File: src/rtl/renamePkg.sv
`default_nettype none

package renamePkg;

    // a tag is TAG_SIZE bits wide
    // with the top bit set the value lives in the architectural register file
    // and is always available
    // with the top bit clear the low bits name one of 2^(TAG_SIZE-1) physical tags

    // progress of the free list after reset
    typedef enum logic {
        FILL_TAGS = 1'b0,
        FILL_DONE = 1'b1
    } fillState_t;

    // tag held by every map entry after reset
    function automatic int unsigned resetTagValue(int unsigned tagSize);
        return 32'd1 << (tagSize - 1);
    endfunction

    function automatic logic isArchTag(logic [31:0] tag, int unsigned tagSize);
        return tag[tagSize - 1];
    endfunction

endpackage

`default_nettype wire

File: src/rtl/uopPkg.sv
`default_nettype none

package uopPkg;

    // width of an architectural register index
    // register 0 always reads as the architectural zero and is never renamed
    localparam int REG_ID_BITS = 5;

    // micro-op classes as seen by rename
    typedef enum logic [1:0] {
        // touches no register at all
        OP_NOP   = 2'd0,
        // reads two sources and writes one destination
        OP_ALU   = 2'd1,
        // reads two sources and writes nothing
        OP_STORE = 2'd2
    } uopOp_t;

endpackage

`default_nettype wire
File: src/rtl/renameCore.sv
`timescale 1ns/1ps
`default_nettype none

module renameCore import uopPkg::*; import renamePkg::*; #(
    parameter int NUM_REGS = 32,
    parameter int TAG_SIZE = 7
) (
    input wire clk,
    input wire rst,

    input wire inValid,
    output logic inReady,
    input wire uopOp_t inOp,
    input wire [REG_ID_BITS-1:0] inDest,
    input wire [REG_ID_BITS-1:0] inSrcA,
    input wire [REG_ID_BITS-1:0] inSrcB,

    output logic outValid,
    output uopOp_t outOp,
    output logic [TAG_SIZE-1:0] outDestTag,
    output logic [TAG_SIZE-1:0] outPrevTag,
    output logic [TAG_SIZE-1:0] outSrcATag,
    output logic outSrcAAvail,
    output logic [TAG_SIZE-1:0] outSrcBTag,
    output logic outSrcBAvail,

    input wire wbValid,
    input wire [TAG_SIZE-1:0] wbTag,

    input wire commitValid,
    input wire [REG_ID_BITS-1:0] commitReg,
    input wire [TAG_SIZE-1:0] commitTag,

    input wire mispred
);

    logic [REG_ID_BITS-1:0] lookupRegA;
    logic [REG_ID_BITS-1:0] lookupRegB;
    logic [REG_ID_BITS-1:0] lookupRegD;
    logic [TAG_SIZE-1:0] lookupTagA;
    logic lookupAvailA;
    logic [TAG_SIZE-1:0] lookupTagB;
    logic lookupAvailB;
    logic [TAG_SIZE-1:0] prevTag;
    logic allocReq;
    logic [TAG_SIZE-1:0] allocTag;
    logic allocOk;
    logic issueValid;
    logic [REG_ID_BITS-1:0] issueReg;
    logic [TAG_SIZE-1:0] issueTag;
    logic [TAG_SIZE-1:0] commitPrevTag;
    logic freeValid;

    // an architectural previous tag was never taken from the free list
    assign freeValid = commitValid && !isArchTag(32'(commitPrevTag), TAG_SIZE);

    renameStage #(
        .NUM_REGS(NUM_REGS),
        .TAG_SIZE(TAG_SIZE)
    ) u_stage (
        .clk(clk),
        .rst(rst),
        .inValid(inValid),
        .inReady(inReady),
        .inOp(inOp),
        .inDest(inDest),
        .inSrcA(inSrcA),
        .inSrcB(inSrcB),
        .mispred(mispred),
        .lookupRegA(lookupRegA),
        .lookupRegB(lookupRegB),
        .lookupRegD(lookupRegD),
        .lookupTagA(lookupTagA),
        .lookupAvailA(lookupAvailA),
        .lookupTagB(lookupTagB),
        .lookupAvailB(lookupAvailB),
        .prevTag(prevTag),
        .allocReq(allocReq),
        .allocTag(allocTag),
        .allocOk(allocOk),
        .issueValid(issueValid),
        .issueReg(issueReg),
        .issueTag(issueTag),
        .outValid(outValid),
        .outOp(outOp),
        .outDestTag(outDestTag),
        .outPrevTag(outPrevTag),
        .outSrcATag(outSrcATag),
        .outSrcAAvail(outSrcAAvail),
        .outSrcBTag(outSrcBTag),
        .outSrcBAvail(outSrcBAvail)
    );

    renameTable #(
        .NUM_REGS(NUM_REGS),
        .TAG_SIZE(TAG_SIZE)
    ) u_table (
        .clk(clk),
        .rst(rst),
        .lookupRegA(lookupRegA),
        .lookupRegB(lookupRegB),
        .lookupRegD(lookupRegD),
        .lookupTagA(lookupTagA),
        .lookupAvailA(lookupAvailA),
        .lookupTagB(lookupTagB),
        .lookupAvailB(lookupAvailB),
        .prevTag(prevTag),
        .issueValid(issueValid),
        .issueReg(issueReg),
        .issueTag(issueTag),
        .commitValid(commitValid),
        .commitReg(commitReg),
        .commitTag(commitTag),
        .commitPrevTag(commitPrevTag),
        .wbValid(wbValid),
        .wbTag(wbTag),
        .mispred(mispred)
    );

    tagFreeList #(
        .TAG_SIZE(TAG_SIZE)
    ) u_freeList (
        .clk(clk),
        .rst(rst),
        .allocReq(allocReq),
        .allocTag(allocTag),
        .allocOk(allocOk),
        .freeValid(freeValid),
        .freeTag(commitPrevTag[TAG_SIZE-2:0]),
        .commitValid(commitValid),
        .mispred(mispred)
    );

endmodule

`default_nettype wire

File: src/rtl/renameStage.sv
`timescale 1ns/1ps
`default_nettype none

module renameStage import uopPkg::*; import renamePkg::*; #(
    parameter int NUM_REGS = 32,
    parameter int TAG_SIZE = 7
) (
    input wire clk,
    input wire rst,

    input wire inValid,
    output logic inReady,
    input wire uopOp_t inOp,
    input wire [REG_ID_BITS-1:0] inDest,
    input wire [REG_ID_BITS-1:0] inSrcA,
    input wire [REG_ID_BITS-1:0] inSrcB,
    input wire mispred,

    output logic [REG_ID_BITS-1:0] lookupRegA,
    output logic [REG_ID_BITS-1:0] lookupRegB,
    output logic [REG_ID_BITS-1:0] lookupRegD,
    input wire [TAG_SIZE-1:0] lookupTagA,
    input wire lookupAvailA,
    input wire [TAG_SIZE-1:0] lookupTagB,
    input wire lookupAvailB,
    input wire [TAG_SIZE-1:0] prevTag,

    output logic allocReq,
    input wire [TAG_SIZE-1:0] allocTag,
    input wire allocOk,

    output logic issueValid,
    output logic [REG_ID_BITS-1:0] issueReg,
    output logic [TAG_SIZE-1:0] issueTag,

    output logic outValid,
    output uopOp_t outOp,
    output logic [TAG_SIZE-1:0] outDestTag,
    output logic [TAG_SIZE-1:0] outPrevTag,
    output logic [TAG_SIZE-1:0] outSrcATag,
    output logic outSrcAAvail,
    output logic [TAG_SIZE-1:0] outSrcBTag,
    output logic outSrcBAvail
);

    localparam logic [TAG_SIZE-1:0] ARCH_TAG = TAG_SIZE'(resetTagValue(TAG_SIZE));

    logic needsDest;
    logic usesSrc;
    logic fillDone;
    logic transfer;

    // registers outside the map and register 0 are never renamed
    assign needsDest = (inOp == OP_ALU) && (inDest != '0) && (int'(inDest) < NUM_REGS);
    assign usesSrc = (inOp != OP_NOP);

    // a nop looks up register 0 and so reports available architectural sources
    assign lookupRegA = usesSrc ? inSrcA : '0;
    assign lookupRegB = usesSrc ? inSrcB : '0;
    assign lookupRegD = inDest;

    // allocOk first rises when the free list finishes its fill
    always_ff @(posedge clk) begin
        if (rst) begin
            fillDone <= 1'b0;
        end else if (allocOk) begin
            fillDone <= 1'b1;
        end
    end

    assign inReady = (fillDone || allocOk) && !mispred && (!needsDest || allocOk);
    assign transfer = inValid && inReady;

    assign allocReq = transfer && needsDest;
    assign issueValid = allocReq;
    assign issueReg = inDest;
    assign issueTag = allocTag;

    always_ff @(posedge clk) begin
        if (rst) begin
            outValid <= 1'b0;
        end else begin
            outValid <= transfer;
        end
    end

    always_ff @(posedge clk) begin
        if (transfer) begin
            outOp <= inOp;
            outDestTag <= needsDest ? allocTag : ARCH_TAG;
            outPrevTag <= needsDest ? prevTag : ARCH_TAG;
            outSrcATag <= lookupTagA;
            outSrcAAvail <= lookupAvailA;
            outSrcBTag <= lookupTagB;
            outSrcBAvail <= lookupAvailB;
        end
    end

endmodule

`default_nettype wire

File: src/rtl/renameTable.sv
`timescale 1ns/1ps
`default_nettype none

module renameTable import uopPkg::*; import renamePkg::*; #(
    parameter int NUM_REGS = 32,
    parameter int TAG_SIZE = 7
) (
    input wire clk,
    input wire rst,

    input wire [REG_ID_BITS-1:0] lookupRegA,
    input wire [REG_ID_BITS-1:0] lookupRegB,
    input wire [REG_ID_BITS-1:0] lookupRegD,
    output logic [TAG_SIZE-1:0] lookupTagA,
    output logic lookupAvailA,
    output logic [TAG_SIZE-1:0] lookupTagB,
    output logic lookupAvailB,
    output logic [TAG_SIZE-1:0] prevTag,

    input wire issueValid,
    input wire [REG_ID_BITS-1:0] issueReg,
    input wire [TAG_SIZE-1:0] issueTag,

    input wire commitValid,
    input wire [REG_ID_BITS-1:0] commitReg,
    input wire [TAG_SIZE-1:0] commitTag,
    output logic [TAG_SIZE-1:0] commitPrevTag,

    input wire wbValid,
    input wire [TAG_SIZE-1:0] wbTag,

    input wire mispred
);

    localparam int NUM_TAGS = 1 << (TAG_SIZE - 1);
    localparam logic [TAG_SIZE-1:0] ARCH_TAG = TAG_SIZE'(resetTagValue(TAG_SIZE));

    logic [TAG_SIZE-1:0] specTag [NUM_REGS];
    logic [TAG_SIZE-1:0] comTag [NUM_REGS];
    logic [NUM_TAGS-1:0] tagReady;

    // a result written back in this very cycle already counts as available
    function automatic logic tagAvail(logic [TAG_SIZE-1:0] tag);
        return isArchTag(32'(tag), TAG_SIZE) || tagReady[tag[TAG_SIZE-2:0]]
            || (wbValid && wbTag == tag);
    endfunction

    always_comb begin
        lookupTagA = specTag[lookupRegA];
        lookupTagB = specTag[lookupRegB];
        prevTag = specTag[lookupRegD];
        commitPrevTag = comTag[commitReg];
        lookupAvailA = tagAvail(lookupTagA);
        lookupAvailB = tagAvail(lookupTagB);
    end

    always_ff @(posedge clk) begin
        if (rst) begin
            for (int i = 0; i < NUM_REGS; i++) begin
                specTag[i] <= ARCH_TAG;
                comTag[i] <= ARCH_TAG;
            end
            tagReady <= '1;
        end else begin
            if (wbValid && !isArchTag(32'(wbTag), TAG_SIZE)) begin
                tagReady[wbTag[TAG_SIZE-2:0]] <= 1'b1;
            end

            // a mispredict throws away every uncommitted mapping at once
            if (mispred) begin
                for (int i = 0; i < NUM_REGS; i++) begin
                    specTag[i] <= comTag[i];
                end
            end else if (issueValid && issueReg != '0) begin
                specTag[issueReg] <= issueTag;
                // the new tag holds no result until its writeback
                if (!isArchTag(32'(issueTag), TAG_SIZE)) begin
                    tagReady[issueTag[TAG_SIZE-2:0]] <= 1'b0;
                end
            end

            if (commitValid && commitReg != '0) begin
                comTag[commitReg] <= commitTag;
                // a commit in the mispredict cycle must survive the rollback
                if (mispred) begin
                    specTag[commitReg] <= commitTag;
                end
            end
        end
    end

endmodule

`default_nettype wire

File: src/rtl/tagFreeList.sv
`timescale 1ns/1ps
`default_nettype none

module tagFreeList import renamePkg::*; #(
    parameter int TAG_SIZE = 7
) (
    input wire clk,
    input wire rst,

    input wire allocReq,
    output logic [TAG_SIZE-1:0] allocTag,
    output logic allocOk,

    input wire freeValid,
    input wire [TAG_SIZE-2:0] freeTag,

    input wire commitValid,
    input wire mispred
);

    localparam int IDX_BITS = TAG_SIZE - 1;
    localparam int NUM_TAGS = 1 << IDX_BITS;

    fillState_t fillState;
    logic [IDX_BITS-1:0] tagQueue [NUM_TAGS];

    // pointers carry one wrap bit above the queue index
    logic [IDX_BITS:0] tail;
    logic [IDX_BITS:0] specHead;
    logic [IDX_BITS:0] comHead;
    logic [IDX_BITS:0] comHeadNext;

    assign comHeadNext = commitValid ? comHead + 1'b1 : comHead;

    // the list counts as empty until every tag has been loaded
    assign allocOk = (fillState == FILL_DONE) && (specHead != tail);
    assign allocTag = {1'b0, tagQueue[specHead[IDX_BITS-1:0]]};

    always_ff @(posedge clk) begin
        if (rst) begin
            fillState <= FILL_TAGS;
            tail <= '0;
            specHead <= '0;
            comHead <= '0;
        end else begin
            if (fillState == FILL_TAGS) begin
                tail <= tail + 1'b1;
                if (tail[IDX_BITS-1:0] == IDX_BITS'(NUM_TAGS - 1)) begin
                    fillState <= FILL_DONE;
                end
            end else if (freeValid) begin
                tail <= tail + 1'b1;
            end

            comHead <= comHeadNext;

            // rollback lands after any commit of the same cycle
            if (mispred) begin
                specHead <= comHeadNext;
            end else if (allocReq) begin
                specHead <= specHead + 1'b1;
            end
        end
    end

    // during the fill the tail index doubles as the tag being loaded
    always_ff @(posedge clk) begin
        if (fillState == FILL_TAGS) begin
            tagQueue[tail[IDX_BITS-1:0]] <= tail[IDX_BITS-1:0];
        end else if (freeValid) begin
            tagQueue[tail[IDX_BITS-1:0]] <= freeTag;
        end
    end

endmodule

`default_nettype wire

File: config.mk
export PLATFORM = sky130hd
export DESIGN_NAME = renameCore
export DESIGN_NICKNAME = d
export VERILOG_FILES = /design/src/rtl/renamePkg.sv /design/src/rtl/uopPkg.sv /design/src/rtl/renameCore.sv /design/src/rtl/renameStage.sv /design/src/rtl/renameTable.sv /design/src/rtl/tagFreeList.sv
export SDC_FILE = /design/constraint.sdc
export NUM_CORES = 2
export LEC_CHECK = 0
export ABC_AREA = 1
export BUFFER_PORTS_ARGS = -buffer_cell sky130_fd_sc_hd__buf_2
export CAP_MARGIN = 5
export CORE_MARGIN = 10
export CORE_UTILIZATION = 45
export CTS_BUF_LIST = sky130_fd_sc_hd__clkbuf_16
export DETAILED_ROUTE_END_ITERATION = 8
export MAX_ROUTING_LAYER = met4
export PLACE_DENSITY = 0.67
export SLEW_MARGIN = 0
export SYNTH_ARGS = -nofsm -noshare
export SYNTH_HDL_FRONTEND = slang
export SYNTH_SLANG_ARGS = --single-unit
File: constraint.sdc
create_clock -name clk -period 6.1 [get_ports clk]
set_clock_uncertainty 0.15 [all_clocks]
set_input_delay 0 -clock clk [delete_from_list [all_inputs] [get_ports clk]]
set_output_delay 0 -clock clk [all_outputs]
set_load 0.005 [all_outputs]
==> metrics <==
status=complete, no violations; YS warnings=0; combinational share of power=0.127; WL/cell=26.0 um; antenna violations before repair=6; post-synth design cell area=0.0480 mm2; Cells after DPL=6343; I/O Buffers=75; CTS H-tree depth=3; Total Nets Final=5139; register area=0.0278 mm2; dpl hpwl=118 mm; Starting Density=0.454; hold path depth=4; RR Endpoint=u_table.specTag[11][5]$_DFFE_PP_; vias in the first global route=37000; post-synthesis to final-layout area growth=10.3%; largest net degree at the start of global routing=100; Worst Reg2Reg Path Length in Cells=11; Tot GR Track Use=0.282; Worst Hold End=u_table.comTag[1][0]$_SDFFCE_PN0P_; dominant cells by area after synthesis=edfxtp_1, nand3_1, o21ai_0; CTS resizes=0; CP Launch Type=input pin; GR Overflow Total=0; final setup vio count=0; Post-synth top cells=edfxtp_1, nor2_1, nand2_1; Cell Int Power=11.4 mW; die area=0.120 mm2; area of the multi-input gates=0.0176 mm2; switching part of the total=0.284; Hold Crit Class=input pin to register; Setup Total Neg Slack=0 ns; most frequent cell after synthesis=edfxtp_1; I/O Pins=76; Post-CTS Repair Setup Buffers=0; DR iter-0 viols=6536; crit path capture type=register; final non-filler cell total=6578; fin crit period=5.03 ns; share of the synthesized area in the top cell type=0.541; Cell Pwr Density=300 mW/mm2; clock buffer count from CTS=100; R2R Setup Slk=1.75 ns; Floorplan Core Area=0.106 mm2; Max transition margin=0.173; via count=41100; proportion of layout cells with a drive suffix above 1=0.0796; die width=346 um; Post-synth ARST share=0; gpl congestion=0.987; fmax=199 MHz; clock latency on the worst-skew pair=0.73 ns; WL final=171 mm; dominant cell type by area after synthesis=edfxtp_1; Clock Sinks=958; share of power burned in registers=0.485; Reg clk slew, reported paths=0.06 ns; worst vdd ir=0.000224 V; vias per cell=6.25; switching power=4.50 mW; CTS root buffer=clkbuf_16; Hold-fix buffers, CTS=40; post-synthesis register bit count=958; Max clock buf depth=3; DR pass1 iterations=6; Hold Startpoint=commitTag[0]; clock group share of total power=0.388; cells after synthesis=5181; CP arrival=5.48 ns; Hold Fails Final Rpt=0; ys flop type=edfxtp_1; Req. time, crit path=6.55 ns; die height=346 um; first-pass GRT wire length=250 mm; Post-synth EDFFs=864; Final Cycle Share=0.825; CTS tree=done; DRC Markers=0; post-synthesis sequential area ratio=0.580; CP Class=input pin to register; syn_area_per_cell=9.26 um2; Max-cap violations=0; worst-margin pin slew=1.24 ns; Slew Limit Fails=0; Distinct cells, synth=54; Lkg Pwr=18.9 nW; Crit Path Max Fanout=53; antenna viol nets, final=0; unrepaired setup endpoints after global routing=no; Filler cells=9579; site row count=119
[stage by stage]
step	worst slack (ns)	power (mW)	util	hold WS (ns)	instance area, um2
floorplan	1.60	8.90	-	-0.0511	48000
global placement	1.53	9.72	0.465	0.143	49100
detailed placement	1.57	9.73	0.465	0.146	49100
CTS	1.28	15.8	0.501	0.00344	52800
global route	0.766	16.3	0.501	0.0127	52900
finish	1.07	15.9	0.501	0.0160	52900
[power groups by stage]
stage          logic, mW  registers [mW]  clock network (mW)
3_3_place_gp        1.92            7.80                   0
5_1_grt             2.15            7.69                6.47
6_report            2.01            7.70                6.16
2_1_floorplan       1.27            7.63                   0
3_5_place_dp        1.93            7.80                   0
4_1_cts             1.96            7.66                6.21
[sequential cells by signal (all words and copies together), names as in the netlist, named ones only]
register	cells
u_stage.outSrcBAvail	1
u_stage.outSrcATag	7
u_stage.outDestTag	7
u_table.specTag	224
u_stage.outOp	2
u_stage.outSrcBTag	7
u_table.comTag	224
u_freeList.tail	7
u_freeList.specHead	7
u_freeList.comHead	7
u_stage.outSrcAAvail	1
u_freeList.fillState	1
u_stage.fillDone	1
u_stage.outPrevTag	7
u_freeList.tagQueue	384
u_table.tagReady	64
u_stage.outValid	1
[logic make-up (layout without fill, tap and decap cells)]
| logic type | Yosys count | after routing | synth area share |
|---|---|---|---|
| AO/OA/AOI/OAI | 1316 | 1316 | 0.155 |
| XOR/XNOR | 16 | 16 | 0.00292 |
| adder cells (fa/ha/maj) | 3 | 3 | 0.000783 |
| buffers and inverters | 628 | 620 | 0.0554 |
| flip-flops | 958 | 958 | 0.580 |
| multiplexers | 1 | 1 | 0.000209 |
| other | 2 | 16 | 0.000157 |
| AND/OR/NAND/NOR | 2257 | 2257 | 0.205 |
[critical path: stages]
cell and delay (ns):
dlygate4sd3_1 0.54, buf_2 0.18, inv_2 0.10, nand2_4 0.20, nand2_4 0.63, inv_2 0.61, nand3_1 0.24, nand3_1 0.08
nand3_1 0.11, nand3_2 0.52, nand2_2 0.80, inv_2 0.18, nand2_1 0.10, nand3_1 0.06, nor3_1 0.21, nand3_1 0.10
dlygate4sd3_1 0.57, nand2_1 0.06, inv_1 0.05, nand3_1 0.07
[area by class of cell]
| type | count | area share |
|---|---|---|
| timing repair buffer | 187 | 0.0264 |
| multi-input combinational | 3600 | 0.333 |
| tap | 1391 | 0.0329 |
| clock inverter | 85 | 0.0148 |
| sequential | 958 | 0.526 |
| clock buffer | 101 | 0.0478 |
| antenna | 9 | 0.000426 |
| inverter | 247 | 0.0178 |
[per-layer routing]
metal  vias to the layer above  track usage  routed length (um)
met1                     19600        0.378               67200
met2                      2784        0.414               74800
met4                         0        0.108                7000
met5                         -            -                   0
met3                       369       0.0633               22300
li1                      18300            -                   -
[how the worst max path moves through the flow]
| stage | from | endpoint | depth (start not counted) |
|---|---|---|---|
| floorplan | commitReg[1] | u_freeList.tagQueue[0][0]$_DFFE_PP_ | 9 |
| global placement | inOp[0] | u_stage.outSrcBAvail$_DFFE_PN_ | 18 |
| detailed placement | inSrcA[0] | u_stage.outSrcAAvail$_DFFE_PN_ | 18 |
| CTS | inOp[1] | u_stage.outSrcBAvail$_DFFE_PN_ | 20 |
| global route | inOp[1] | u_stage.outSrcBAvail$_DFFE_PN_ | 20 |
| finish | inOp[1] | u_stage.outSrcBAvail$_DFFE_PN_ | 20 |
[cells in the final DEF, fill, tap and decap left out, types with 6 or more instances in the layout]
master and n:
clkbuf_16 101, conb_1 7, xnor2_1 9, o22ai_1 154, nor2_1 735, nand2_1 727, dfxtp_1 92, diode_2 9
nor3_1 18, o211ai_1 55, or4_1 10, o21ai_0 631, nor2_4 9, edfxtp_1 864, buf_12 6, o21ai_2 10
nor2_2 12, clkinv_1 26, a31oi_1 9, nand2_2 8, dlygate4sd3_1 40, nand3_2 30, xor2_1 7, inv_2 20
a22oi_1 112, o21ai_1 174, o21ai_4 11, buf_4 67, clkinv_2 20, buf_2 74, inv_1 237, o221ai_1 37
nand3_1 674, a21oi_1 109, nand4_1 10, bufinv_16 10
Note: power is estimated with default switching activity, not from simulation.
